File: src/include/glb_config.svh
/*
 * Sizing of the global buffer: tile count, address split, data width
 * and the depth of the read-response FIFO at the east end.
 * Included by the package and by every module that sizes ports or storage.
 */
`ifndef GLB_CONFIG_SVH
`define GLB_CONFIG_SVH

// number of memory tiles in the chain
`define GLB_NUM_TILES 4

// word address inside one bank, 64 words per tile
`define GLB_BANK_ADDR_WIDTH 6

// upper word-address bits that pick the tile
`define GLB_TILE_SEL_WIDTH 2

// full host word address
`define GLB_ADDR_WIDTH (`GLB_TILE_SEL_WIDTH + `GLB_BANK_ADDR_WIDTH)

`define GLB_DATA_WIDTH 32
`define GLB_STRB_WIDTH (`GLB_DATA_WIDTH / 8)

// response FIFO slots, equal to the read credits held by the ingress
`define GLB_RDRS_DEPTH 4

// wide enough to hold 0 .. GLB_RDRS_DEPTH
`define GLB_CREDIT_WIDTH 3

`endif

File: src/verilog/glb_pkg.sv
/*
 * Types shared along the tile chain.
 * One lane word carries either a write or a read request; the kind bit
 * travelling next to it says which view of the union applies.
 */
`include "glb_config.svh"

package glb_pkg;

    typedef enum logic {
        GLB_REQ_WR = 1'b0,
        GLB_REQ_RD = 1'b1
    } glb_req_kind_e;

    // write view: strobes, word address, data
    typedef struct packed {
        logic [`GLB_STRB_WIDTH-1:0] strb;
        logic [`GLB_ADDR_WIDTH-1:0] addr;
        logic [`GLB_DATA_WIDTH-1:0] data;
    } glb_wr_req_t;

    // read view: address in the top bits, rest unused
    typedef struct packed {
        logic [`GLB_ADDR_WIDTH-1:0]                   addr;
        logic [`GLB_STRB_WIDTH+`GLB_DATA_WIDTH-1:0]   pad;
    } glb_rd_req_t;

    typedef union packed {
        glb_wr_req_t wr;
        glb_rd_req_t rd;
    } glb_req_u;

endpackage

File: src/verilog/glb_lane_if.sv
/*
 * One west-to-east hop of the tile chain.
 * Request lane and response lane move together, one register stage per
 * tile. The sending side uses modport up, the receiving side modport dn.
 */
`timescale 1ns/1ps
`include "glb_config.svh"

interface glb_lane_if;
    import glb_pkg::*;

    logic                        req_valid;
    glb_req_kind_e               req_kind;
    glb_req_u                    req;
    logic                        rdrs_valid;
    logic [`GLB_DATA_WIDTH-1:0]  rdrs_data;

    modport up (
        output req_valid,
        output req_kind,
        output req,
        output rdrs_valid,
        output rdrs_data
    );

    modport dn (
        input req_valid,
        input req_kind,
        input req,
        input rdrs_valid,
        input rdrs_data
    );

endinterface

File: src/verilog/glb_tile.sv
/*
 * One memory tile of the chain, owning the bank whose tile-select bits
 * equal TILE_ID. Every request is forwarded east one cycle later; a hit
 * writes the strobed bytes or puts the bank word on the response lane.
 * Instantiated once per tile from the top-level generate loop.
 */
`timescale 1ns/1ps
`include "glb_config.svh"

module glb_tile #(
    parameter int TILE_ID = 0
) (
    input  logic    clk,
    input  logic    reset,
    glb_lane_if.dn  lane_in,
    glb_lane_if.up  lane_out
);
    import glb_pkg::*;

    localparam int BANK_WORDS = 2 ** `GLB_BANK_ADDR_WIDTH;

    logic [`GLB_DATA_WIDTH-1:0]      bank [BANK_WORDS];
    logic [`GLB_ADDR_WIDTH-1:0]      req_addr;
    logic [`GLB_BANK_ADDR_WIDTH-1:0] bank_addr;
    logic                            tile_hit;
    logic                            wr_hit;
    logic                            rd_hit;

    logic                            req_valid_q;
    glb_req_kind_e                   req_kind_q;
    glb_req_u                        req_q;
    logic                            rdrs_valid_q;
    logic [`GLB_DATA_WIDTH-1:0]      rdrs_data_q;

    // the kind bit selects which view of the lane word holds the address
    assign req_addr  = (lane_in.req_kind == GLB_REQ_WR) ? lane_in.req.wr.addr
                                                         : lane_in.req.rd.addr;
    assign bank_addr = req_addr[`GLB_BANK_ADDR_WIDTH-1:0];
    assign tile_hit  = lane_in.req_valid &&
        (req_addr[`GLB_ADDR_WIDTH-1 -: `GLB_TILE_SEL_WIDTH] ==
         `GLB_TILE_SEL_WIDTH'(TILE_ID));
    assign wr_hit    = tile_hit && (lane_in.req_kind == GLB_REQ_WR);
    assign rd_hit    = tile_hit && (lane_in.req_kind == GLB_REQ_RD);

    // byte-strobed bank write
    always_ff @(posedge clk) begin
        if (wr_hit) begin
            for (int b = 0; b < `GLB_STRB_WIDTH; b++) begin
                if (lane_in.req.wr.strb[b]) begin
                    bank[bank_addr][b*8 +: 8] <= lane_in.req.wr.data[b*8 +: 8];
                end
            end
        end
    end

    always_ff @(posedge clk or posedge reset) begin
        if (reset) begin
            req_valid_q  <= 1'b0;
            rdrs_valid_q <= 1'b0;
        end else begin
            req_valid_q  <= lane_in.req_valid;
            rdrs_valid_q <= rd_hit || lane_in.rdrs_valid;
        end
    end

    // a read hit never meets an upstream response in the same slot,
    // since each lane slot carries a single request
    always_ff @(posedge clk) begin
        req_kind_q <= lane_in.req_kind;
        req_q      <= lane_in.req;
        if (rd_hit) begin
            rdrs_data_q <= bank[bank_addr];
        end else begin
            rdrs_data_q <= lane_in.rdrs_data;
        end
    end

    assign lane_out.req_valid  = req_valid_q;
    assign lane_out.req_kind   = req_kind_q;
    assign lane_out.req        = req_q;
    assign lane_out.rdrs_valid = rdrs_valid_q;
    assign lane_out.rdrs_data  = rdrs_data_q;

endmodule

File: src/flat_wrapper.sv
// flat-port wrapper written by rule: the top's interface ports become plain ports
module glb_tile_flat import glb_pkg::*;
#(
    parameter int TILE_ID = 0
)
  (clk, reset, lane_in_req_valid, lane_in_req_kind, lane_in_req, lane_in_rdrs_valid, lane_in_rdrs_data, lane_out_req_valid, lane_out_req_kind, lane_out_req, lane_out_rdrs_valid, lane_out_rdrs_data);
  glb_lane_if lane_in_i ();
  glb_lane_if lane_out_i ();
  input  logic clk;
  input  logic reset;
  input wire logic [$bits(lane_in_i.req_valid)-1:0] lane_in_req_valid;
  input wire logic [$bits(lane_in_i.req_kind)-1:0] lane_in_req_kind;
  input wire logic [$bits(lane_in_i.req)-1:0] lane_in_req;
  input wire logic [$bits(lane_in_i.rdrs_valid)-1:0] lane_in_rdrs_valid;
  input wire logic [$bits(lane_in_i.rdrs_data)-1:0] lane_in_rdrs_data;
  output wire logic [$bits(lane_out_i.req_valid)-1:0] lane_out_req_valid;
  output wire logic [$bits(lane_out_i.req_kind)-1:0] lane_out_req_kind;
  output wire logic [$bits(lane_out_i.req)-1:0] lane_out_req;
  output wire logic [$bits(lane_out_i.rdrs_valid)-1:0] lane_out_rdrs_valid;
  output wire logic [$bits(lane_out_i.rdrs_data)-1:0] lane_out_rdrs_data;
  assign lane_in_i.req_valid = lane_in_req_valid;
  assign lane_in_i.req_kind = lane_in_req_kind;
  assign lane_in_i.req = lane_in_req;
  assign lane_in_i.rdrs_valid = lane_in_rdrs_valid;
  assign lane_in_i.rdrs_data = lane_in_rdrs_data;
  assign lane_out_req_valid = lane_out_i.req_valid;
  assign lane_out_req_kind = lane_out_i.req_kind;
  assign lane_out_req = lane_out_i.req;
  assign lane_out_rdrs_valid = lane_out_i.rdrs_valid;
  assign lane_out_rdrs_data = lane_out_i.rdrs_data;
  glb_tile #(.TILE_ID(TILE_ID)) u_core (.clk(clk), .reset(reset), .lane_in(lane_in_i), .lane_out(lane_out_i));
endmodule
File: config.mk
export PLATFORM = sky130hd
export DESIGN_NAME = glb_tile_flat
export DESIGN_NICKNAME = d
export VERILOG_FILES = /design/src/verilog/glb_pkg.sv /design/src/verilog/glb_lane_if.sv /design/src/verilog/glb_tile.sv /design/src/flat_wrapper.sv
export VERILOG_INCLUDE_DIRS = /design/src /design/src/include
export SDC_FILE = /design/constraint.sdc
export NUM_CORES = 2
export LEC_CHECK = 0
export ABC_CLOCK_PERIOD_IN_PS = 5100
export BUFFER_PORTS_ARGS = -buffer_cell sky130_fd_sc_hd__buf_2
export CORE_MARGIN = 5
export CORE_UTILIZATION = 67
export DETAILED_ROUTE_END_ITERATION = 8
export HOLD_SLACK_MARGIN = 0.15
export PLACE_DENSITY_LB_ADDON = 0.25
export SYNTH_ARGS = -nofsm -noshare
export SYNTH_HDL_FRONTEND = slang
export SYNTH_SLANG_ARGS = --single-unit
File: constraint.sdc
create_clock -name clk -period 5.1 [get_ports clk]
set_input_delay 0.51 -clock clk [delete_from_list [all_inputs] [get_ports clk]]
set_output_delay 0.51 -clock clk [all_outputs]
set_load 0.01 [all_outputs]
==> key figures <==
Timing
  – Tcrit/Tclk final: 80.2%
  – Maximum clock rate: 245 MHz
  – Final setup violation count: 0
  – Final hold violation count: 0
  – Worst Tran Pin Value: 1430 ps
  – Final critical-path required period: 4090 ps
  – Max-slew violations: 0
  – RSZ-0062 raised after global routing: false
  – Relative slew slack: 4.58%
  – Skew final: 35.7 ps
  – Setup TNS: 0 ps

Power and ir drop
  – VDD IR max: 0.357 mV
  – Cell Pwr Density: 404 nW/um^2
  – Leak: 26.7 nW

Setup path
  – Worst Path Arrival: 4750 ps
  – Worst Setup Path Type: in -> reg
  – Worst EP required: 5760 ps
  – RR Startpoint: u_core.bank[12][4]
  – CP Launch Type: primary input
  – Worst Setup End Kind: flop
  – Reg2Reg Setup Slack: 2390 ps
  – R2R depth: 6
  – Reg-to-Reg End: u_core.lane_out.rdrs_data[4]
  – Crit path capture: u_core.lane_out.rdrs_data[13]
  – CP Launch Point: lane_in_req_kind
  – CP Max Fanout: 71

CTS
  – Total clock sinks: 2,127
  – Total CTS buffers: 196
  – TritonCTS clock tree: done
  – Worst-path clk slew: 60 ps
  – H-tree Lvls: 4
  – CTS root buf: clkbuf_16
  – Clock Path Buffers: 3
  – # Post-CTS Setup Buffers: 0
  – Clk_lat worst skew: 810 ps

Logic synthesis
  – Most common cell in the netlist: edfxtp_1
  – Synth area leaders: edfxtp_1 80%, a22oi_1 6.7%, dfxtp_1 2.0%
  – Compound-Gate Fraction of Synth Area: 12.1%
  – Number of flops mapped to enable cells by yosys: 2,048
  – Ys Warns: 0
  – Post-synth top flop: edfxtp_1
  – Mux contribution to synthesized area: 1.47%
  – Xor and xnor fraction of the mapped netlist area: 0%
  – Avg Cell Area, Syn: 17.8 um^2
  – Mapped Nets: 4,405
  – Post-synth top cells: 2,048 x edfxtp_1, 693 x a22oi_1, 285 x nor2_1
  – Synthesized flop and latch total: 2,127
  – Largest family of logic cells by synthesized area: compound AO/OA/AOI/OAI gates
  – Simple logic cell fraction of the synthesized area: 3.06%
  – Synth Area in Adders: 0%
  – Count of different cell masters after synthesis: 44
  – Post-synth top area cell: edfxtp_1
  – Post-synthesis cell count: 4,324
  – Synth async-reset ratio: 0.0940%
  – Mapped Area: 77,100 um^2
  – Register area share after synthesis: 81.8%
  – Top cell type's share of synthesized area: 79.7%

Die
  – Row count: 124
  – Initial Utilization: 67.4%
  – Core ar.: 114,000 um^2
  – Chip height: 349 um
  – Chip width: 349 um
  – IO Count: 160
  – Die area: 122,000 um^2

Cells and area
  – Fin nets: 4,689
  – P&R area growth vs syn: 13.0%
  – # diodes: 0
  – Post-Layout Cell Count: 6,289
  – Fraction of layout cells with a size suffix above 1: 15.0%
  – FILL cells: 5,969

Global route
  – First-pass GRT wire length: 304 mm
  – Global route overflow: 0
  – Tot GR Track Use: 34.0%
  – Initial antenna violation count: 2
  – Vias in the first global route: 44,800
  – Largest net degree at the start of global routing: 78

Placed design
  – Placed cells: 5,873
  – Routability-driven placement congestion ratio: 0.864
  – Port Buf Inserts: 159
  – Post-DP HPWL: 118 mm

Routing
  – Vias per inst: 7.37
  – Post-DRT Antenna Nets: 0
  – Initial DRC Count: 8,894
  – # DRC: 0
  – TritonRoute pass-1 iters: 9
  – Via count: 46,400
  – Final Routed Wirelength: 210 mm
  – Wire length per cell: 33.3 um

Hold path
  – Min-delay worst type: in -> reg
  – Hold path depth: 1

Status
  – Status: complete, no violations

Run
  – Max Cap Viol: 0
[what timing repair did]
action,in CTS,in global routing
resized for setup,0,0
hold endpoints to repair,49,0
hold buffers,49,0
[layer usage]
layer / track usage [%] / wire (um) / vias up
met5: 0 / 13 / -
met4: 15.1 / 10600 / 2
li1: - / - / 18600
met2: 52.9 / 99000 / 4288
met3: 7.60 / 27600 / 636
met1: 47.5 / 72400 / 22900
[sequential cells by signal, indices dropped and copies added (netlist names)]
register,cells
u_core.bank,2048
u_core.lane_out.rdrs_data,32
u_core.lane_out.rdrs_valid,1
u_core.lane_out.req,44
u_core.lane_out.req_kind,1
u_core.lane_out.req_valid,1
[area by class of cell]
type,instances,area (um^2),area share [%]
Tap cell,1512,1890,2.17
Clock inverter,97,825,0.946
Timing Repair Buffer,382,2860,3.28
Inverter,5,18.8,0.0215
Sequential cell,2127,63100,72.4
Multi-Input combinational cell,1896,13100,15.0
Clock buffer,270,5390,6.18
[layout by cell type, fill, tap and decap left out, types with 36 or more instances in the layout]
cell type	n
a21oi_1	100
a222oi_1	112
a22oi_1	693
a31oi_1	133
a41oi_1	130
buf_2	159
buf_4	153
clkbuf_1	58
clkbuf_16	200
clkinv_1	36
dfxtp_1	77
dlygate4sd3_1	49
edfxtp_1	2048
mux2_2	82
nand2_1	176
nor2_1	285
nor4_1	62
[per-stage QoR]
stage,total power [mW],setup WS [ps],hold WS [ps],util [%],cell area (um^2)
floorplan,20.3,2230,251,-,77100
global placement,21.2,734,357,70.3,80400
detailed placement,21.2,873,364,70.3,80400
CTS,35.1,1130,181,76.2,87100
global route,36.0,1020,217,76.2,87100
finish,35.2,1010,201,76.2,87100
[worst max-delay path, stage by stage]
cell and delay [ps]:
dlygate4sd3_1 520, buf_2 480, mux2i_4 340, buf_12 520, buf_4 460, mux2_2 380, a222oi_1 470, a31oi_1 140
nor4_1 700, a31oi_1 160
[cell families after synthesis]
| family | count (synthesis) |
|---|---|
| AO/OA/AOI/OAI | 1232 |
| buffers and inverters | 301 |
| flip-flops | 2127 |
| multiplexers | 103 |
| AND/OR/NAND/NOR | 561 |
[how the worst min path moves through the flow]
stage | start | endpoint | slack [ps]
after floorplan | reset | u_core.lane_out.rdrs_valid | 250
after global placement | reset | u_core.lane_out.rdrs_valid | 360
after detailed placement | reset | u_core.lane_out.req_valid | 360
after CTS | lane_in_req[21] | u_core.lane_out.req[21] | 180
after global routing | lane_in_req[21] | u_core.lane_out.req[21] | 220
final | lane_in_req[21] | u_core.lane_out.req[21] | 200
[power by group]
group	internal (mW)	switching, mW	leakage (nW)
clock	8.00	6.24	3.04
combinational	0.474	1.25	4.53
sequential	19.2	0.0245	19.1
Power figures use the tool's default switching activity.
