File: config.mk
export PLATFORM = sky130hd
export DESIGN_NAME = glb_rdrs_egress_flat
export DESIGN_NICKNAME = d
export VERILOG_FILES = /design/src/verilog/glb_pkg.sv /design/src/verilog/glb_lane_if.sv /design/src/verilog/glb_rdrs_egress.sv /design/src/flat_wrapper.sv
export VERILOG_INCLUDE_DIRS = /design/src /design/src/include
export SDC_FILE = /design/constraint.sdc
export NUM_CORES = 1
export LEC_CHECK = 0
export BUFFER_PORTS_ARGS = -buffer_cell sky130_fd_sc_hd__buf_2
export CAP_MARGIN = 20
export CELL_PAD_IN_SITES_DETAIL_PLACEMENT = 1
export CELL_PAD_IN_SITES_GLOBAL_PLACEMENT = 1
export CORE_MARGIN = 2
export CORE_UTILIZATION = 32
export DETAILED_ROUTE_END_ITERATION = 8
export GPL_TIMING_DRIVEN = 0
export PLACE_DENSITY_LB_ADDON = 0.1
export SYNTH_ARGS = -nofsm -noshare
export SYNTH_HDL_FRONTEND = slang
export SYNTH_SLANG_ARGS = --single-unit
File: constraint.sdc
create_clock -name clk -period 3.8 [get_ports clk]
set_clock_uncertainty 0.15 [all_clocks]
set_input_delay 0.38 -clock clk [delete_from_list [all_inputs] [get_ports clk]]
set_output_delay 0.38 -clock clk [all_outputs]
set_load 0.05 [all_outputs]
File: src/include/glb_config.svh
/*
 * Sizing of the global buffer: tile count, address split, data width
 * and the depth of the read-response FIFO at the east end.
 * Included by the package and by every module that sizes ports or storage.
 */
`ifndef GLB_CONFIG_SVH
`define GLB_CONFIG_SVH

// number of memory tiles in the chain
`define GLB_NUM_TILES 4

// word address inside one bank, 64 words per tile
`define GLB_BANK_ADDR_WIDTH 6

// upper word-address bits that pick the tile
`define GLB_TILE_SEL_WIDTH 2

// full host word address
`define GLB_ADDR_WIDTH (`GLB_TILE_SEL_WIDTH + `GLB_BANK_ADDR_WIDTH)

`define GLB_DATA_WIDTH 32
`define GLB_STRB_WIDTH (`GLB_DATA_WIDTH / 8)

// response FIFO slots, equal to the read credits held by the ingress
`define GLB_RDRS_DEPTH 4

// wide enough to hold 0 .. GLB_RDRS_DEPTH
`define GLB_CREDIT_WIDTH 3

`endif

File: src/verilog/glb_pkg.sv
/*
 * Types shared along the tile chain.
 * One lane word carries either a write or a read request; the kind bit
 * travelling next to it says which view of the union applies.
 */
`include "glb_config.svh"

package glb_pkg;

    typedef enum logic {
        GLB_REQ_WR = 1'b0,
        GLB_REQ_RD = 1'b1
    } glb_req_kind_e;

    // write view: strobes, word address, data
    typedef struct packed {
        logic [`GLB_STRB_WIDTH-1:0] strb;
        logic [`GLB_ADDR_WIDTH-1:0] addr;
        logic [`GLB_DATA_WIDTH-1:0] data;
    } glb_wr_req_t;

    // read view: address in the top bits, rest unused
    typedef struct packed {
        logic [`GLB_ADDR_WIDTH-1:0]                   addr;
        logic [`GLB_STRB_WIDTH+`GLB_DATA_WIDTH-1:0]   pad;
    } glb_rd_req_t;

    typedef union packed {
        glb_wr_req_t wr;
        glb_rd_req_t rd;
    } glb_req_u;

endpackage

File: src/verilog/glb_lane_if.sv
/*
 * One west-to-east hop of the tile chain.
 * Request lane and response lane move together, one register stage per
 * tile. The sending side uses modport up, the receiving side modport dn.
 */
`timescale 1ns/1ps
`include "glb_config.svh"

interface glb_lane_if;
    import glb_pkg::*;

    logic                        req_valid;
    glb_req_kind_e               req_kind;
    glb_req_u                    req;
    logic                        rdrs_valid;
    logic [`GLB_DATA_WIDTH-1:0]  rdrs_data;

    modport up (
        output req_valid,
        output req_kind,
        output req,
        output rdrs_valid,
        output rdrs_data
    );

    modport dn (
        input req_valid,
        input req_kind,
        input req,
        input rdrs_valid,
        input rdrs_data
    );

endinterface

File: src/verilog/glb_rdrs_egress.sv
/*
 * East end of the tile chain.
 * Read responses are pushed into a small FIFO and offered to the host
 * with a valid/ready pair. Each pop returns one credit to the ingress,
 * which keeps the FIFO from ever overflowing.
 */
`timescale 1ns/1ps
`include "glb_config.svh"

module glb_rdrs_egress (
    input  logic                        clk,
    input  logic                        reset,
    glb_lane_if.dn                      lane_in,
    output logic [`GLB_DATA_WIDTH-1:0]  proc_rd_data,
    output logic                        proc_rd_data_valid,
    input  logic                        proc_rd_data_ready,
    output logic                        credit_return
);

    localparam int PTR_WIDTH = $clog2(`GLB_RDRS_DEPTH);

    logic [`GLB_DATA_WIDTH-1:0]   fifo_mem [`GLB_RDRS_DEPTH];
    logic [PTR_WIDTH-1:0]         wr_ptr;
    logic [PTR_WIDTH-1:0]         rd_ptr;
    logic [`GLB_CREDIT_WIDTH-1:0] fifo_count;
    logic                         fifo_full;
    logic                         push;
    logic                         pop;

    assign fifo_full = (fifo_count == `GLB_CREDIT_WIDTH'(`GLB_RDRS_DEPTH));

    // requests still on the lane are of no interest here
    assign push = lane_in.rdrs_valid && !fifo_full;
    assign pop  = proc_rd_data_valid && proc_rd_data_ready;

    assign proc_rd_data_valid = (fifo_count != '0);
    assign proc_rd_data       = fifo_mem[rd_ptr];

    // one credit back per response taken
    assign credit_return = pop;

    always_ff @(posedge clk) begin
        if (push) begin
            fifo_mem[wr_ptr] <= lane_in.rdrs_data;
        end
    end

    always_ff @(posedge clk or posedge reset) begin
        if (reset) begin
            wr_ptr     <= '0;
            rd_ptr     <= '0;
            fifo_count <= '0;
        end else begin
            if (push) begin
                wr_ptr <= wr_ptr + 1'b1;
            end
            if (pop) begin
                rd_ptr <= rd_ptr + 1'b1;
            end
            case ({push, pop})
                2'b10:   fifo_count <= fifo_count + 1'b1;
                2'b01:   fifo_count <= fifo_count - 1'b1;
                default: fifo_count <= fifo_count;
            endcase
        end
    end

endmodule

File: src/flat_wrapper.sv
// flat-port wrapper written by rule: the top's interface ports become plain ports
module glb_rdrs_egress_flat 
  (clk, reset, proc_rd_data, proc_rd_data_valid, proc_rd_data_ready, credit_return, lane_in_req_valid, lane_in_req_kind, lane_in_req, lane_in_rdrs_valid, lane_in_rdrs_data);
  glb_lane_if lane_in_i ();
  input  logic clk;
  input  logic reset;
  output logic [`GLB_DATA_WIDTH-1:0] proc_rd_data;
  output logic proc_rd_data_valid;
  input  logic proc_rd_data_ready;
  output logic credit_return;
  input wire logic [$bits(lane_in_i.req_valid)-1:0] lane_in_req_valid;
  input wire logic [$bits(lane_in_i.req_kind)-1:0] lane_in_req_kind;
  input wire logic [$bits(lane_in_i.req)-1:0] lane_in_req;
  input wire logic [$bits(lane_in_i.rdrs_valid)-1:0] lane_in_rdrs_valid;
  input wire logic [$bits(lane_in_i.rdrs_data)-1:0] lane_in_rdrs_data;
  assign lane_in_i.req_valid = lane_in_req_valid;
  assign lane_in_i.req_kind = lane_in_req_kind;
  assign lane_in_i.req = lane_in_req;
  assign lane_in_i.rdrs_valid = lane_in_rdrs_valid;
  assign lane_in_i.rdrs_data = lane_in_rdrs_data;
  glb_rdrs_egress u_core (.clk(clk), .reset(reset), .lane_in(lane_in_i), .proc_rd_data(proc_rd_data), .proc_rd_data_valid(proc_rd_data_valid), .proc_rd_data_ready(proc_rd_data_ready), .credit_return(credit_return));
endmodule
==> metrics.yaml, run 1 <==
status: "complete, no violations"
pwr-share-clk_pct: 23.7
grt_usage_pct: 12.6
p_leak_nw: 2.21
required_ns: 3.27
io_buffers: 69
cp_max_fo: 10
diodes: 0
dp_hpwl_um: 6030
irDropWorstVdd_mv: 0.615
worst_slew_pin_slew_ns: 0.498
post_cts_buffers: 0
cp_slowest_stage_delay_ns: 0.37
slew_viol_final: 0
grt_pass1_vias: 2611
grt_max_degree: 30
clkTransAtPathRegs_ns: 0.05
crit_slowest_cell: "buf_2"
num_rows: 46
first_pass_iters: 4
routed_wl_um: 9530
cts_tree: "built"
hp-start: "lane_in_rdrs_data[15]"
cts-buffers-inserted: 17
hold_viol: 0
seq_power_share_pct: 36.5
p_int_mw: 3.51
hold_class: "in -> reg"
max_cap_violations: 0
setup.worst_path.start: "u_core.rd_ptr[1]$_DFFE_PP0P_"
avgSynthCellArea_um2: 24.8
antenna_found_initial: 0
ys_types: 21
finalSetupViolCount: 0
netlist_instances: 206
h-tree-depth: 4
combPwrFrac_pct: 39.8
final_antenna_net_count: 0
arrival_ns: 1.92
area_delta_synth_final_pct: 23.4
grt_overflow: 0
cts_buffer_depth: 2
start_kind: "flip-flop"
syn_area_um2: 5100
yosys.area.top_type: "edfxtp_1"
yosys_register_bits: 135
cts_hold_buf: 1
crit_path_cell_trace: "clkbuf_1 -> buf_2 -> mux4_2 -> buf_2"
clk-insertion-delay-late_ns: 0.41
die-area_um2: 17000
synth_warnings: 0
maxSlewHeadroom_pct: 66.8
synthesis.nets: 294
layout-drive-gt1-share_pct: 43.4
synth_top_area_share_pct: 75.4
drtIter0Drc: 127
num_vias: 2318
crit_type: "reg -> out"
seq_area_um2: 4020
nFillCells: 1511
chipHeight_um: 130
nNetsFinal: 387
drc: 0
p_total_mw: 5.64
switching_share_pct: 37.7
start_util_pct: 32.5
power_density_nw_per_um2: 896
cp_common_cell: "buf_2"
timing.fmax_mhz: 408
cts.sinks: 135
wl_per_cell_um: 18.2
rsz0062_at_grt: "no"
synth_area_leaders: "edfxtp_1, mux4_2, dfrtp_1, mux4_1, ha_1"
root_buffer: "clkbuf_16"
multi_input_area_um2: 966
tns_ns: 0
r2r-start: "u_core.fifo_count[1]$_DFFE_PP0P_"
switching_power_mw: 2.13
ctsResizeCount: 0
io_pins: 116
fp.dieW_um: 130
gp_congestion: 0.660
min_period_ns: 2.45
ys_seq_area_share_pct: 78.8
fin_crit_sh_pct: 64.5
coreArea_um2: 15700
grt_first_pass_wirelength_um: 15000
crit_path_end_kind: "primary output"
via_per_inst: 4.42
==> synthesized netlist by cell type (all sizes together) <==
cell and count:
edfxtp 128, mux4 32, inv 8, buf 7, dfrtp 7, ha 5
and2 4, xnor2 3, xor2 3, a31oi 1, clkbuf 1, fa 1
mux2 1, mux2i 1, nand2 1, nor2 1, o31a 1, or3 1
==> worst max-delay path: cells and delay by family, from the launching register on <==
kind                   cells  cell delay, ns
buffers and inverters      3            0.84
flip-flops                 1            0.32
multiplexers               1            0.36
==> placed cells by master (no fill, tap or decap) <==
master	count
and2_2	4
dfrtp_1	7
ha_1	5
nor2_1	1
buf_2	72
clkinv_2	3
mux2i_1	1
mux4_2	28
clkbuf_16	17
edfxtp_1	128
xnor2_1	3
dlygate4sd3_1	1
o31a_1	1
or3_1	1
xor2_1	3
nand2_1	1
a31oi_4	1
mux4_1	4
clkinv_1	7
buf_12	6
inv_1	8
buf_16	1
buf_6	1
fa_1	1
clkbuf_1	3
mux2_2	1
==> routing by layer <==
metal	GRT usage, %	routed length (um)	up-vias	part of all wire (%)
met5	0	0	-	0
met4	4.55	111	0	1.2
met3	5.74	612	11	6.4
met2	20.0	4690	59	49
met1	15.3	4120	1204	43
li1	-	-	1044	-
==> cell type report <==
type / count / area share [%]
buffer: 8 / 1.43
inverter: 8 / 0.477
multi-input combinational: 55 / 15.4
clock buffer: 19 / 6.88
clock inverter: 10 / 0.656
timing repair buffer: 74 / 7.04
sequential: 135 / 63.9
tap: 216 / 4.30
==> worst paths after layout <==
check | end | slack [ns] | depth (start not counted)
worst min register to register | u_core.fifo_count[0]$_DFFE_PP0P_ | 0.37 | 1
worst min-delay path | u_core.fifo_mem[0][15]$_DFFE_PP_ | 0.03 | 1
worst max register to register | u_core.fifo_count[2]$_DFFE_PP0P_ | 1.76 | 9
min in group asynchronous | u_core.fifo_count[2]$_DFFE_PP0P_ | 0.31 | 3
max in group asynchronous | u_core.wr_ptr[1]$_DFFE_PP0P_ | 2.96 | 3
worst max-delay path | proc_rd_data[7] | 1.35 | 4
==> cells by family (layout without fill, tap and decap cells) <==
logic type                 Yosys count  after routing  synth area share, %
DFF                                135            135                 78.8
muxes                               34             34                 14.8
buffers and inverters               16            119                 2.36
and+or+nand+nor                      7              7                0.760
adders and majority gates            6              6                 1.62
xor gates and xnor gates             6              6                 1.03
AOI/OAI and AO/OA                    2              2                0.589
==> power groups by stage <==
stage | clock, mW | combinational (mW) | sequential [mW]
after detailed placement | 0 | 2.30 | 2.09
after global routing | 1.45 | 2.40 | 2.09
after global placement | 0 | 2.23 | 2.10
after CTS | 1.38 | 2.31 | 2.06
final | 1.34 | 2.24 | 2.06
after floorplan | 0 | 1.74 | 2.07
==> metrics by stage <==
stage | hold slack (ns) | utilization (%) | area (um^2) | cells | setup WS, ns
after floorplan | 0.0334 | - | 5100 | 206 | 1.56
after global placement | 0.180 | 36.4 | 5720 | 491 | 0.916
after detailed placement | 0.190 | 37.0 | 5810 | 495 | 1.74
after CTS | 0.0158 | 40.0 | 6290 | 525 | 1.28
after global routing | 0.0218 | 40.0 | 6290 | 525 | 1.20
final | 0.0343 | 40.0 | 6290 | 525 | 1.35
==> registers in the layout (all words and copies together) (netlist names) <==
register,flops
u_core.wr_ptr,2
u_core.fifo_count,3
u_core.fifo_mem,128
u_core.rd_ptr,2
No activity file was read; power rests on OpenSTA's default activity.
==> inputs of run 2 (changes only) <==
==> constraint.sdc (replaced) <==
create_clock -name clk -period 2.2 [get_ports clk]
set_clock_uncertainty 0.15 [all_clocks]
set_input_delay 0.22 -clock clk [delete_from_list [all_inputs] [get_ports clk]]
set_output_delay 0.22 -clock clk [all_outputs]
set_load 0.05 [all_outputs]
==> metrics.yaml, run 2 (synthesis gave the netlist of run 1 again) <==
fin_crit_sh_pct: 99.1
cp_max_fo: 5  # was 10
via_per_inst: 4.36  # was 4.42
cts_tree: "built"  # unchanged
power_density_nw_per_um2: 1560  # was 896 nW/um^2
max_cap_violations: 0  # unchanged
top_register: "u_core.fifo_mem"  # unchanged
drc: 0  # unchanged
ff2ff_path_depth: 9  # unchanged
crit_path_end_kind: "primary output"  # unchanged
cp_slowest_stage_delay_ns: 0.53  # was 0.37 ns
cp_common_cell: "buf_12"  # was buf_2
min_period_ns: 2.18
antenna_found_initial: 0  # unchanged
h-tree-depth: 4  # unchanged
setup_ws_ns: 0.0191  # was 1.35 ns
num_vias: 2456  # was 2318
arrival_ns: 1.81  # was 1.92 ns
biggestRegsByFlops: "u_core.fifo_mem (128), u_core.fifo_count (3)"  # unchanged
hold_viol: 0  # unchanged
clk-insertion-delay-late_ns: 0.41  # about the same
layout_common_cells: "edfxtp_1, buf_2, dlygate4sd3_1"  # was edfxtp_1, buf_2, mux4_2
worstHoldEndpoint: "u_core.rd_ptr[0]$_DFFE_PP0P_"  # was u_core.fifo_mem[0][15]$_DFFE_PP_
grt_max_degree: 27  # was 30
root_buffer: "clkbuf_16"  # unchanged
io_pins: 116  # unchanged
largest_reg_flops: 128  # unchanged
worst_slew_pin_slew_ns: 0.520  # was 0.498 ns
cts_buffer_depth: 2  # unchanged
final_common_cell: "edfxtp_1"  # unchanged
num_rows: 46  # unchanged
r2r-start: "u_core.fifo_count[0]$_DFFE_PP0P_"  # was u_core.fifo_count[1]$_DFFE_PP0P_
coreArea_um2: 15700  # unchanged
first_pass_iters: 4  # unchanged
irDropWorstVdd_mv: 0.729  # was 0.615 mV
io_buffers: 69  # unchanged
routed_wl_um: 10300  # was 9530 um
clkTransAtPathRegs_ns: 0.05  # about the same
fp.dieW_um: 130  # unchanged
cts.sinks: 135  # unchanged
cts-buffers-inserted: 17  # unchanged
start_kind: "flip-flop"  # unchanged
grt_usage_pct: 13.1  # was 12.6%
hold_class: "in -> reg"  # unchanged
diodes: 0  # unchanged
final_antenna_net_count: 0  # unchanged
wl_per_cell_um: 18.4  # was 18.2 um
timing.fmax_mhz: 459
rsz0062_at_grt: "yes"  # was no
p_leak_nw: 2.47  # was 2.21 nW
start_util_pct: 32.5  # unchanged
drtIter0Drc: 155  # was 127
worstReg2RegEnd: "u_core.fifo_count[2]$_DFFE_PP0P_"  # unchanged
crit_slowest_cell: "mux4_2"  # was buf_2
crit_type: "reg -> out"  # unchanged
grt_first_pass_wirelength_um: 15800  # was 15000 um
p_total_mw: 10.8  # was 5.64 mW
grt_overflow: 0  # unchanged
slew_viol_final: 0  # unchanged
nNetsFinal: 425  # was 387
finalSetupViolCount: 0  # unchanged
crit_path_cell_trace: "buf_12 -> buf_12 -> mux4_2 -> buf_6"  # was clkbuf_1 -> buf_2 -> mux4_2 -> buf_2
holdPathStages: 3  # was 1
die-area_um2: 17000  # unchanged
post-place-ws_ns: 0.140  # was 1.74 ns
gp_congestion: 0.645  # was 0.660
hp-start: "proc_rd_data_ready"  # was lane_in_rdrs_data[15]
area_delta_synth_final_pct: 36.6  # was 23.4%
status: "complete, no violations"  # unchanged
dp_hpwl_um: 6140  # was 6030 um
chipHeight_um: 130  # unchanged
layout-drive-gt1-share_pct: 42.9  # was 43.4%
maxSlewHeadroom_pct: 65.3  # was 66.8%
r2r_slack_ns: 0.20  # was 1.76 ns
required_ns: 1.83  # was 3.27 ns
grt_pass1_vias: 2798  # was 2611
## run 2: changes by cell type in the layout (fill, tap and decap cells not counted), sizes merged
cell and change:
clkinv -3, bufinv +1, dlygate4sd3 +32, clkbuf +4, buf +4
## run 2: final cells by class
type	instances	area, um^2
Clock inverter	8	60.1
Buffer	7	103
Tap cell	216	270
Multi-Input combinational cell	55	956
Sequential cell	135	4020
Inverter	8	30.0
Clock buffer	21	440
Timing Repair Buffer	113	1090
Fill cell	1460	8750
## run 2: routing by layer
layer / share of wire, % / up-vias / routed length [um] / GRT usage, %
li1: - / 1116 / - / -
met1: 46 / 1268 / 4730 / 16.7
met2: 48 / 59 / 5010 / 20.6
met3: 4.4 / 13 / 455 / 5.08
met4: 1.4 / 0 / 144 / 4.74
met5: 0 / - / 0 / 0
## run 2: critical path: cells and delay by family (launching register included)
family	cells	cell delay, ns
muxes	1	0.53
buffers and inverters	3	0.46
DFF	1	0.40
## run 2: worst max-delay path by stage
stage | to | startpoint | depth (start not counted)
after floorplan | u_core.fifo_mem[0][0]$_DFFE_PP_ | u_core.fifo_count[0]$_DFFE_PP0P_ | 3
after CTS | proc_rd_data[26] | u_core.rd_ptr[0]$_DFFE_PP0P_ | 4
after global routing | proc_rd_data[5] | u_core.rd_ptr[0]$_DFFE_PP0P_ | 4
final | proc_rd_data[5] | u_core.rd_ptr[0]$_DFFE_PP0P_ | 4
after global placement | u_core.fifo_mem[3][1]$_DFFE_PP_ | u_core.fifo_count[0]$_DFFE_PP0P_ | 3
after detailed placement | u_core.fifo_mem[1][1]$_DFFE_PP_ | u_core.fifo_count[0]$_DFFE_PP0P_ | 4
## run 2: through the flow
| stage | hold slack (ns) | instances | TNS [ns] | instance area [um^2] | utilization, % |
|---|---|---|---|---|---|
| global route | 0.0399 | 563 | -0.619 | 6970 | 44.3 |
| finish | 0.0324 | 563 | 0 | 6970 | 44.3 |
| detailed placement | 0.0314 | 495 | 0 | 5810 | 37.0 |
| CTS | 0.0322 | 560 | -0.358 | 6870 | 43.7 |
| floorplan | -0.127 | 206 | 0 | 5100 | - |
| global placement | 0.0249 | 491 | -88.75 | 5720 | 36.4 |
## run 2: repair_timing
| item | 4_1_cts | 5_1_grt |
|---|---|---|
| cloned | 1 | 3 |
| setup buffers | 3 | 0 |
| gates resized for setup | 68 | 7 |
| endpoints found under the hold margin | 135 | 0 |
| hold buffers | 33 | 0 |
| endpoints found under the setup margin | 30 | 30 |
## run 2: power breakdown
| group | internal [mW] | leakage (nW) | switching, mW |
|---|---|---|---|
| clock network | 1.51 | 0.246 | 0.965 |
| logic | 2.02 | 0.974 | 2.76 |
| registers | 3.41 | 1.25 | 0.176 |
