## src/include/glb_config.svh

```systemverilog
/*
 * Sizing of the global buffer: tile count, address split, data width
 * and the depth of the read-response FIFO at the east end.
 * Included by the package and by every module that sizes ports or storage.
 */
`ifndef GLB_CONFIG_SVH
`define GLB_CONFIG_SVH

// number of memory tiles in the chain
`define GLB_NUM_TILES 4

// word address inside one bank, 64 words per tile
`define GLB_BANK_ADDR_WIDTH 6

// upper word-address bits that pick the tile
`define GLB_TILE_SEL_WIDTH 2

// full host word address
`define GLB_ADDR_WIDTH (`GLB_TILE_SEL_WIDTH + `GLB_BANK_ADDR_WIDTH)

`define GLB_DATA_WIDTH 32
`define GLB_STRB_WIDTH (`GLB_DATA_WIDTH / 8)

// response FIFO slots, equal to the read credits held by the ingress
`define GLB_RDRS_DEPTH 4

// wide enough to hold 0 .. GLB_RDRS_DEPTH
`define GLB_CREDIT_WIDTH 3

`endif

```

## src/verilog/glb_pkg.sv

```systemverilog
/*
 * Types shared along the tile chain.
 * One lane word carries either a write or a read request; the kind bit
 * travelling next to it says which view of the union applies.
 */
`include "glb_config.svh"

package glb_pkg;

    typedef enum logic {
        GLB_REQ_WR = 1'b0,
        GLB_REQ_RD = 1'b1
    } glb_req_kind_e;

    // write view: strobes, word address, data
    typedef struct packed {
        logic [`GLB_STRB_WIDTH-1:0] strb;
        logic [`GLB_ADDR_WIDTH-1:0] addr;
        logic [`GLB_DATA_WIDTH-1:0] data;
    } glb_wr_req_t;

    // read view: address in the top bits, rest unused
    typedef struct packed {
        logic [`GLB_ADDR_WIDTH-1:0]                   addr;
        logic [`GLB_STRB_WIDTH+`GLB_DATA_WIDTH-1:0]   pad;
    } glb_rd_req_t;

    typedef union packed {
        glb_wr_req_t wr;
        glb_rd_req_t rd;
    } glb_req_u;

endpackage

```

## src/verilog/glb_lane_if.sv

```systemverilog
/*
 * One west-to-east hop of the tile chain.
 * Request lane and response lane move together, one register stage per
 * tile. The sending side uses modport up, the receiving side modport dn.
 */
`timescale 1ns/1ps
`include "glb_config.svh"

interface glb_lane_if;
    import glb_pkg::*;

    logic                        req_valid;
    glb_req_kind_e               req_kind;
    glb_req_u                    req;
    logic                        rdrs_valid;
    logic [`GLB_DATA_WIDTH-1:0]  rdrs_data;

    modport up (
        output req_valid,
        output req_kind,
        output req,
        output rdrs_valid,
        output rdrs_data
    );

    modport dn (
        input req_valid,
        input req_kind,
        input req,
        input rdrs_valid,
        input rdrs_data
    );

endinterface

```

## src/verilog/glb_proc_ingress.sv

```systemverilog
/*
 * Host side of the global buffer.
 * Registers one write or read per cycle onto lane 0 of the tile chain.
 * Reads are accepted only while a response credit is held, so the egress
 * FIFO can never overflow; writes always go through.
 */
`timescale 1ns/1ps
`include "glb_config.svh"

module glb_proc_ingress (
    input  logic                        clk,
    input  logic                        reset,
    input  logic                        proc_wr_en,
    input  logic [`GLB_STRB_WIDTH-1:0]  proc_wr_strb,
    input  logic [`GLB_ADDR_WIDTH-1:0]  proc_wr_addr,
    input  logic [`GLB_DATA_WIDTH-1:0]  proc_wr_data,
    input  logic                        proc_rd_en,
    input  logic [`GLB_ADDR_WIDTH-1:0]  proc_rd_addr,
    output logic                        proc_rd_req_ready,
    input  logic                        credit_return,
    glb_lane_if.up                      lane_out
);
    import glb_pkg::*;

    logic [`GLB_CREDIT_WIDTH-1:0] credit_cnt;
    logic                         rd_accept;
    logic                         req_accept;
    glb_req_kind_e                req_kind_next;
    glb_req_u                     req_word_next;
    logic                         req_valid_q;
    glb_req_kind_e                req_kind_q;
    glb_req_u                     req_word_q;

    assign proc_rd_req_ready = (credit_cnt != '0);

    // write has priority over a read in the same cycle
    assign rd_accept  = proc_rd_en && proc_rd_req_ready && !proc_wr_en;
    assign req_accept = proc_wr_en || rd_accept;

    always_comb begin
        req_word_next = '0;
        if (proc_wr_en) begin
            req_kind_next         = GLB_REQ_WR;
            req_word_next.wr.strb = proc_wr_strb;
            req_word_next.wr.addr = proc_wr_addr;
            req_word_next.wr.data = proc_wr_data;
        end else begin
            req_kind_next         = GLB_REQ_RD;
            req_word_next.rd.addr = proc_rd_addr;
        end
    end

    // one credit per free FIFO slot
    always_ff @(posedge clk or posedge reset) begin
        if (reset) begin
            credit_cnt <= `GLB_CREDIT_WIDTH'(`GLB_RDRS_DEPTH);
        end else begin
            case ({rd_accept, credit_return})
                2'b10:   credit_cnt <= credit_cnt - 1'b1;
                2'b01:   credit_cnt <= credit_cnt + 1'b1;
                default: credit_cnt <= credit_cnt;
            endcase
        end
    end

    always_ff @(posedge clk or posedge reset) begin
        if (reset) begin
            req_valid_q <= 1'b0;
        end else begin
            req_valid_q <= req_accept;
        end
    end

    // payload only loads on an accepted request
    always_ff @(posedge clk) begin
        if (req_accept) begin
            req_kind_q <= req_kind_next;
            req_word_q <= req_word_next;
        end
    end

    assign lane_out.req_valid  = req_valid_q;
    assign lane_out.req_kind   = req_kind_q;
    assign lane_out.req        = req_word_q;

    // nothing has been read yet at the west end
    assign lane_out.rdrs_valid = 1'b0;
    assign lane_out.rdrs_data  = '0;

endmodule

```

## src/flat_wrapper.sv

```systemverilog
// flat-port wrapper written by rule: the top's interface ports become plain ports
module glb_proc_ingress_flat import glb_pkg::*;
  (clk, reset, proc_wr_en, proc_wr_strb, proc_wr_addr, proc_wr_data, proc_rd_en, proc_rd_addr, proc_rd_req_ready, credit_return, lane_out_req_valid, lane_out_req_kind, lane_out_req, lane_out_rdrs_valid, lane_out_rdrs_data);
  glb_lane_if lane_out_i ();
  input  logic clk;
  input  logic reset;
  input  logic proc_wr_en;
  input  logic [`GLB_STRB_WIDTH-1:0] proc_wr_strb;
  input  logic [`GLB_ADDR_WIDTH-1:0] proc_wr_addr;
  input  logic [`GLB_DATA_WIDTH-1:0] proc_wr_data;
  input  logic proc_rd_en;
  input  logic [`GLB_ADDR_WIDTH-1:0] proc_rd_addr;
  output logic proc_rd_req_ready;
  input  logic credit_return;
  output wire logic [$bits(lane_out_i.req_valid)-1:0] lane_out_req_valid;
  output wire logic [$bits(lane_out_i.req_kind)-1:0] lane_out_req_kind;
  output wire logic [$bits(lane_out_i.req)-1:0] lane_out_req;
  output wire logic [$bits(lane_out_i.rdrs_valid)-1:0] lane_out_rdrs_valid;
  output wire logic [$bits(lane_out_i.rdrs_data)-1:0] lane_out_rdrs_data;
  assign lane_out_req_valid = lane_out_i.req_valid;
  assign lane_out_req_kind = lane_out_i.req_kind;
  assign lane_out_req = lane_out_i.req;
  assign lane_out_rdrs_valid = lane_out_i.rdrs_valid;
  assign lane_out_rdrs_data = lane_out_i.rdrs_data;
  glb_proc_ingress u_core (.clk(clk), .reset(reset), .proc_wr_en(proc_wr_en), .proc_wr_strb(proc_wr_strb), .proc_wr_addr(proc_wr_addr), .proc_wr_data(proc_wr_data), .proc_rd_en(proc_rd_en), .proc_rd_addr(proc_rd_addr), .proc_rd_req_ready(proc_rd_req_ready), .credit_return(credit_return), .lane_out(lane_out_i));
endmodule
```

## config.mk

```make
export PLATFORM = sky130hd
export DESIGN_NAME = glb_proc_ingress_flat
export DESIGN_NICKNAME = d
export VERILOG_FILES = /design/src/verilog/glb_pkg.sv /design/src/verilog/glb_lane_if.sv /design/src/verilog/glb_proc_ingress.sv /design/src/flat_wrapper.sv
export VERILOG_INCLUDE_DIRS = /design/src /design/src/include
export SDC_FILE = /design/constraint.sdc
export NUM_CORES = 1
export LEC_CHECK = 0
export ABC_AREA = 1
export BUFFER_PORTS_ARGS = -buffer_cell sky130_fd_sc_hd__buf_2
export CAP_MARGIN = 25
export CORE_UTILIZATION = 39
export CTS_CLUSTER_DIAMETER = 40
export DETAILED_ROUTE_END_ITERATION = 10
export PLACE_DENSITY = 0.76
export REMOVE_ABC_BUFFERS = 1
export SLEW_MARGIN = 0
export SYNTH_ARGS = -nofsm -noshare
export SYNTH_HDL_FRONTEND = slang
export SYNTH_SLANG_ARGS = --single-unit
```

## constraint.sdc

```tcl
create_clock -name clk -period 2.1 [get_ports clk]
set_clock_uncertainty 0.1 [all_clocks]
set_input_delay 0.21 -clock clk [delete_from_list [all_inputs] [get_ports clk]]
set_output_delay 0.21 -clock clk [all_outputs]
set_load 0.005 [all_outputs]
```

==> results of run 1 <==
## metrics by stage
step,instances,hold slack [ns],setup TNS (ns),power [mW]
floorplan,201,-0.125,-4.65,1.57
global placement,380,-0.00358,0,1.81
detailed placement,380,-0.000500,0,1.84
CTS,389,0.0583,0,2.63
global route,389,0.0612,0,2.73
finish,389,0.0654,0,2.59
## cells in the mapped netlist
master	number	area, um2
buf_4	35	263
buf_6	4	45.0
conb_1	1	3.75
dfrtp_1	3	75.1
dfstp_2	1	26.3
edfxtp_1	45	1350
fa_1	1	20.0
ha_1	1	12.5
inv_1	42	158
inv_2	1	3.75
nand2_1	68	255
nand3_1	2	10.0
nand4_1	1	6.26
nor2_1	1	3.75
o21ai_0	1	5.00
xnor2_1	1	8.76
## repair_timing
| item | 4_1_cts | 5_1_grt |
|---|---|---|
| hold buffers | 1 | 0 |
| endpoints found under the setup margin | 0 | 0 |
| endpoints found under the hold margin | 4 | 0 |
## kinds of logic (layout without fill, tap and decap cells)
kind of cell | count (synthesis) | in the layout
buffers and inverters | 82 | 159
AOI/OAI and AO/OA | 1 | 1
xor gates and xnor gates | 1 | 1
and+or+nand+nor | 72 | 72
other | 1 | 33
adders and majority gates | 2 | 2
DFF | 49 | 49
## routing by layer
metal | wire, um | share of wire | global-route usage | up-vias
li1 | - | - | - | 774
met1 | 1520 | 0.39 | 0.145 | 662
met2 | 1890 | 0.49 | 0.224 | 105
met3 | 407 | 0.10 | 0.0365 | 7
met4 | 69 | 0.018 | 0.0667 | 0
met5 | 0 | 0 | 0 | -
## worst max-delay path, delay by kind of cell (launching register included)
family	cells	cell delay [ns]
AO/OA/AOI/OAI	1	0.07
adder cells (fa/ha/maj)	2	0.62
buffers and inverters	1	0.09
flip-flops	1	0.55
AND/OR/NAND/NOR	4	0.29
## state kept, by name, summed over array words and instances (netlist names)
register	count
u_core.credit_cnt	3
u_core.lane_out.req	44
u_core.lane_out.req_kind	1
u_core.lane_out.req_valid	1
## power groups by stage
| stage | logic, mW | registers (mW) | clock network, mW |
|---|---|---|---|
| 4_1_cts | 0.485 | 1.33 | 0.808 |
| 2_1_floorplan | 0.192 | 1.38 | 0 |
| 3_3_place_gp | 0.462 | 1.35 | 0 |
| 3_5_place_dp | 0.483 | 1.35 | 0 |
| 5_1_grt | 0.540 | 1.35 | 0.845 |
| 6_report | 0.478 | 1.33 | 0.786 |
## area by class of cell
class	instances	area (um2)
sequential	49	1450
tap	72	90.1
clock buffer	5	68.8
inverter	43	161
timing repair buffer	108	556
multi-input combinational	109	448
clock inverter	3	68.8
fill	504	2700
## final timing paths
kind	from	end	slack (ns)	cells after the start
worst min-delay path	proc_wr_data[15]	u_core.lane_out.req[15]$_SDFFCE_PN0P_	0.07	3
worst max register to register	u_core.credit_cnt[2]$_DFFE_PP1P_	u_core.credit_cnt[1]$_DFFE_PP0P_	0.29	8
worst min register to register	u_core.credit_cnt[2]$_DFFE_PP1P_	u_core.credit_cnt[2]$_DFFE_PP1P_	0.38	2
worst max-delay path	u_core.credit_cnt[2]$_DFFE_PP1P_	u_core.credit_cnt[1]$_DFFE_PP0P_	0.29	8
min in group asynchronous	reset	u_core.lane_out.req_valid$_DFF_PP0_	0.23	3
max in group asynchronous	reset	u_core.credit_cnt[2]$_DFFE_PP1P_	1.45	3
==> results by group, run 1 <==
Logic synthesis
  – Synth Area in Compound Gates: 0.00223
  – Synth Area in Simple Gates: 0.122
  – Post-Syn Area per Cell: 10.8 um2
  – Synth Area in XOR/XNOR: 0.00390
  – Synth Instances: 208
  – Cell variety after synth: 16
  – Adder-Cell Fraction of Synth Area: 0.0145
  – Post-synthesis sequential area ratio: 0.646
  – Synth Register Bits: 49
  – Post-synthesis mux area share: 0
  – Largest family of logic cells by synthesized area: buffers and inverters
  – YS warnings: 0
  – Post-Syn Area: 2250 um2

Clocking
  – Max clock buf depth: 2
  – H-Tree Depth: 2
  – Skew-Pair Late Insertion Delay: 0.30 ns
  – CTS tree: yes
  – Root Driver: clkbuf_8
  – Sink Count: 49
  – Post-CTS sizing: 0
  – Total CTS buffers: 5
  – Clock-pin slew on the worst setup and hold paths: 0.09 ns
  – Setup repair bufs after CTS: 0

Worst setup path
  – Required @ worst endpoint: 2.19 ns
  – Max incr delay on CP: 0.55 ns
  – CP max-delay cell: dfstp_2
  – Most frequent CP cell: nand2_1
  – Critical path class: flip-flop to flip-flop
  – Critical path data arrival time: 1.90 ns
  – Worst Setup Start Kind: flip-flop
  – Worst-path fanout max: 3
  – CP Cell Sequence: nor2_1, nand2_1, nand3_1, ha_1, inv_1, fa_1, nand2_1, o21ai_0
  – Worst setup EP type: flip-flop

Power
  – Leakage: 1.65 nW
  – Int Power: 1.96 mW
  – Worst vdd ir: 0.369 mV
  – PD cells: 911 nW/um2
  – Sw Pwr: 0.632 mW
  – Sw Share: 0.244
  – Clk pwr share: 0.303
  – Part of the power in combinational logic: 0.184
  – Reg power frac: 0.513

Floorplanning
  – Chip width: 77.9 um
  – Row count: 27
  – # IOs: 137
  – Starting Density: 0.406
  – Die area: 6070 um2
  – Die Height: 77.9 um
  – Core region area: 5540 um2

Final layout
  – N_diodes: 0
  – Area grow syn2layout: 26.6%
  – Post-Layout Inst Area: 2850 um2
  – Most frequent cells in the layout: buf_2 (103), nand2_1 (67), edfxtp_1 (45)
  – Layout cells sized above 1: 0.372
  – Fin nets: 375
  – Most common cell after layout, fill and taps aside: buf_2
  – Core Util, Final: 0.514

Place
  – DPL Wire Length: 2940 um
  – Post-placement setup slack: 0.283 ns
  – Dpl cell area: 2700 um2
  – Routability Congestion: 0.631
  – PortBufs: 103

GRT
  – Vias in the first global route: 1392
  – Tot GR Track Use: 0.129
  – Gr ovfl total: 0
  – Global-route wire length before repair: 5980 um
  – Initial antenna violation count: 0
  – Largest net degree at the start of global routing: 45

Timing
  – Pins over their slew limit: 0
  – Final hold vios: 0
  – Period Utilization, post-route: 0.864
  – Final Setup Violations: 0
  – Min Tclk post-route: 1.81 ns
  – Final WS setup: 0.286 ns
  – Max frequency: 551 MHz
  – RSZ-0062 raised after global routing: false

Detailed routing
  – DRT Wirelength: 3890 um
  – Router iterations before antenna repair: 4
  – DR WL/cell: 10.0 um
  – Via Count: 1548
  – Vias per cell: 3.98
  – Antenna viol nets, final: 0
  – DRC: 0
  – Initial DRC Count: 63

Hold path
  – Worst Hold Class: primary input to flip-flop

Status
  – Status: finished, final reports clean

Run
  – Max-cap violations: 0
(Power assumes the default switching activity.)
==> run 2: changes to the inputs <==
PLACE_DENSITY = 0.79   (was 0.76)
==> run 2 against run 1 <==
Compared with the run above: largest power group unchanged; clock power decreased by 33%; core utilization decreased by 0.93 points; largest cell class unchanged; hold slack worse by 0.0060 ns; sequential power is essentially flat; flip-flop and latch count unchanged; via count up 3.0%; sequential share of layout area is 0.94 points higher; combinational power hardly changed; die area stayed put.
==> results by group, run 2 (synthesized netlist as in run 1, its figures left out) <==
Final layout
  – Fin cells: 389 (unchanged)
  – N_diodes: 0 (unchanged)
  – Area of the multi-input gates: 448 um2 (unchanged)
  – Fin nets: 375 (unchanged)
  – Fillers: 525 (+4.2%)
  – Layout cells sized above 1: 0.369 (-0.00315)
  – Most common cell after layout, fill and taps aside: buf_2
  – Area grow syn2layout: 24.3%
  – Most frequent cells in the layout: buf_2 (103), nand2_1 (67), edfxtp_1 (45)
  – Max FFs per register: 44 (unchanged)
  – FF+latch area: 1450 um2 (unchanged)
  – Core Util, Final: 0.504 (-0.00926)

Hold path
  – Hold Path Stages: 3 (unchanged)
  – Worst Hold Launch: proc_wr_data[14]
  – Hold Path Sink: u_core.lane_out.req[14]$_SDFFCE_PN0P_
  – Worst Hold Class: primary input to flip-flop

Worst setup path
  – Critical path data arrival time: 1.89 ns (about the same)
  – Crit path buf inv count: 1 (unchanged)
  – Critical R2R Launch: u_core.credit_cnt[2]$_DFFE_PP1P_
  – Critical path class: flip-flop to flip-flop
  – Worst Setup Start Kind: flip-flop
  – Reg-to-reg slack, setup: 0.28 ns (about the same)
  – Most frequent CP cell: nand2_1
  – CP Cell Sequence: nor2_1, nand2_1, nand3_1, ha_1, inv_1, fa_1, nand2_1, o21ai_0
  – R2r worst-path depth: 8 (unchanged)
  – Max incr delay on CP: 0.55 ns (about the same)
  – Required @ worst endpoint: 2.18 ns (about the same)
  – Worst setup EP type: flip-flop
  – R2r endpoint: u_core.credit_cnt[1]$_DFFE_PP0P_
  – CP max-delay cell: dfstp_2
  – CP delay by family, top: adder cells
  – Worst-path fanout max: 3 (unchanged)

Power
  – Sw Share: 0.268 (+0.0238)
  – Reg power frac: 0.571 (+0.058)
  – Part of the power in combinational logic: 0.203 (+0.019)
  – PD cells: 837 nW/um2 (-8.2%)
  – Leakage: 1.63 nW (-1.4%)
  – Sw Pwr: 0.626 mW (-1.0%)
  – Clk pwr share: 0.226 (-0.077)
  – Int Power: 1.71 mW (-13%)
  – Worst vdd ir: 0.274 mV (-26%)

Status
  – Status: finished, final reports clean

Clocking
  – H-Tree Depth: 2 (unchanged)
  – Max clock buf depth: 2 (unchanged)
  – Setup repair bufs after CTS: 0 (unchanged)
  – Sink Count: 49 (unchanged)
  – Root Driver: clkbuf_8
  – Clock-pin slew on the worst setup and hold paths: 0.09 ns (about the same)
  – Post-CTS sizing: 0 (unchanged)
  – Skew-Pair Late Insertion Delay: 0.29 ns (about the same)
  – Total CTS buffers: 5 (unchanged)
  – Hold_buf cts: 1 (unchanged)
  – CTS tree: yes

Timing
  – RSZ-0062 raised after global routing: false
  – Final Setup Violations: 0 (unchanged)
  – Final hold vios: 0 (unchanged)
  – Period Utilization, post-route: 0.865 (+0.00106)
  – Max frequency: 550 MHz (-0.12%)
  – Min Tclk post-route: 1.82 ns (+0.00223 ns)
  – Pins over their slew limit: 0 (unchanged)

Floorplanning
  – Starting Density: 0.406 (unchanged)
  – Row count: 27 (unchanged)
  – Chip width: 77.9 um (unchanged)
  – Die Height: 77.9 um (unchanged)
  – # IOs: 137 (unchanged)
  – Die area: 6070 um2 (unchanged)
  – Core region area: 5540 um2 (unchanged)

Place
  – PortBufs: 103 (unchanged)
  – Routability Congestion: 0.705 (+12%)
  – DP Cell Count: 380 (unchanged)
  – DPL Wire Length: 3040 um (+3.5%)

GRT
  – Global-route wire length before repair: 6470 um (+8.2%)
  – Gr ovfl total: 0 (unchanged)
  – Largest net degree at the start of global routing: 45 (unchanged)
  – Initial antenna violation count: 0 (unchanged)
  – Tot GR Track Use: 0.142 (+0.0124)
  – Vias in the first global route: 1392 (unchanged)

Detailed routing
  – Via Count: 1594 (+3.0%)
  – Initial DRC Count: 35 (-44%)
  – DRC: 0 (unchanged)
  – Antenna viol nets, final: 0 (unchanged)
  – Vias per cell: 4.10 (+3.0%)
  – DRT Wirelength: 4130 um (+6.1%)
  – DR WL/cell: 10.6 um (+6.1%)
  – Router iterations before antenna repair: 4 (unchanged)

Run
  – Max-cap violations: 0 (unchanged)
==> run 2: cell count changes in the layout (fill, tap and decap cells not counted) <==
cell / delta
bufinv_16: -2
clkinv_1: +1
clkinv_2: +1
clkinv_4: +1
inv_6: -1
==> run 2: worst register-to-register path, stage by stage, from the launching register on <==
cell and delay (ns):
dfstp_2 0.55, nor2_1 0.05, nand2_1 0.09, nand3_1 0.08, ha_1 0.20, inv_1 0.09, fa_1 0.41, nand2_1 0.07
o21ai_0 0.07
==> run 2: routing by layer <==
| metal | vias up | wire length, um | global-route usage |
|---|---|---|---|
| li1 | 775 | - | - |
| met1 | 693 | 1690 | 0.172 |
| met2 | 111 | 1880 | 0.224 |
| met3 | 15 | 383 | 0.0388 |
| met4 | 0 | 175 | 0.0870 |
| met5 | - | 0 | 0 |
==> run 2: per-stage QoR <==
step	instance area [um2]	setup TNS [ns]	hold slack (ns)	worst slack [ns]	power, mW
4_1_cts	2790	0	0.0502	0.282	2.37
3_3_place_gp	2700	0	0.00103	0.362	1.81
3_5_place_dp	2700	0	0.00579	0.281	1.84
2_1_floorplan	2060	-4.65	-0.125	-0.103	1.57
5_1_grt	2790	0	0.0518	0.149	2.49
6_report	2790	0	0.0593	0.283	2.34
==> run 2: worst max-delay path by stage <==
stage,end,slack [ns],startpoint,cells past startpoint
after floorplan,u_core.lane_out.req[0]$_SDFFCE_PN0P_,-0.10,u_core.credit_cnt[2]$_DFFE_PP1P_,4
after global placement,u_core.credit_cnt[1]$_DFFE_PP0P_,0.36,u_core.credit_cnt[2]$_DFFE_PP1P_,8
after detailed placement,u_core.credit_cnt[1]$_DFFE_PP0P_,0.28,u_core.credit_cnt[2]$_DFFE_PP1P_,8
after CTS,u_core.credit_cnt[1]$_DFFE_PP0P_,0.28,u_core.credit_cnt[2]$_DFFE_PP1P_,8
after global routing,u_core.credit_cnt[1]$_DFFE_PP0P_,0.15,u_core.credit_cnt[2]$_DFFE_PP1P_,8
final,u_core.credit_cnt[1]$_DFFE_PP0P_,0.28,u_core.credit_cnt[2]$_DFFE_PP1P_,8
==> run 2: area by class of cell <==
type / count / share of cell area
multi-input combinational: 109 / 0.160
tap: 72 / 0.0322
sequential: 49 / 0.520
timing repair buffer: 108 / 0.199
clock buffer: 5 / 0.0246
clock inverter: 3 / 0.00627
inverter: 43 / 0.0578
==> run 2: power groups by stage <==
stage	Clock, mW	Sequential (mW)	Combinational, mW
6_report	0.528	1.34	0.475
5_1_grt	0.593	1.35	0.546
4_1_cts	0.553	1.34	0.483
3_5_place_dp	0	1.36	0.481
3_3_place_gp	0	1.35	0.462
2_1_floorplan	0	1.38	0.192
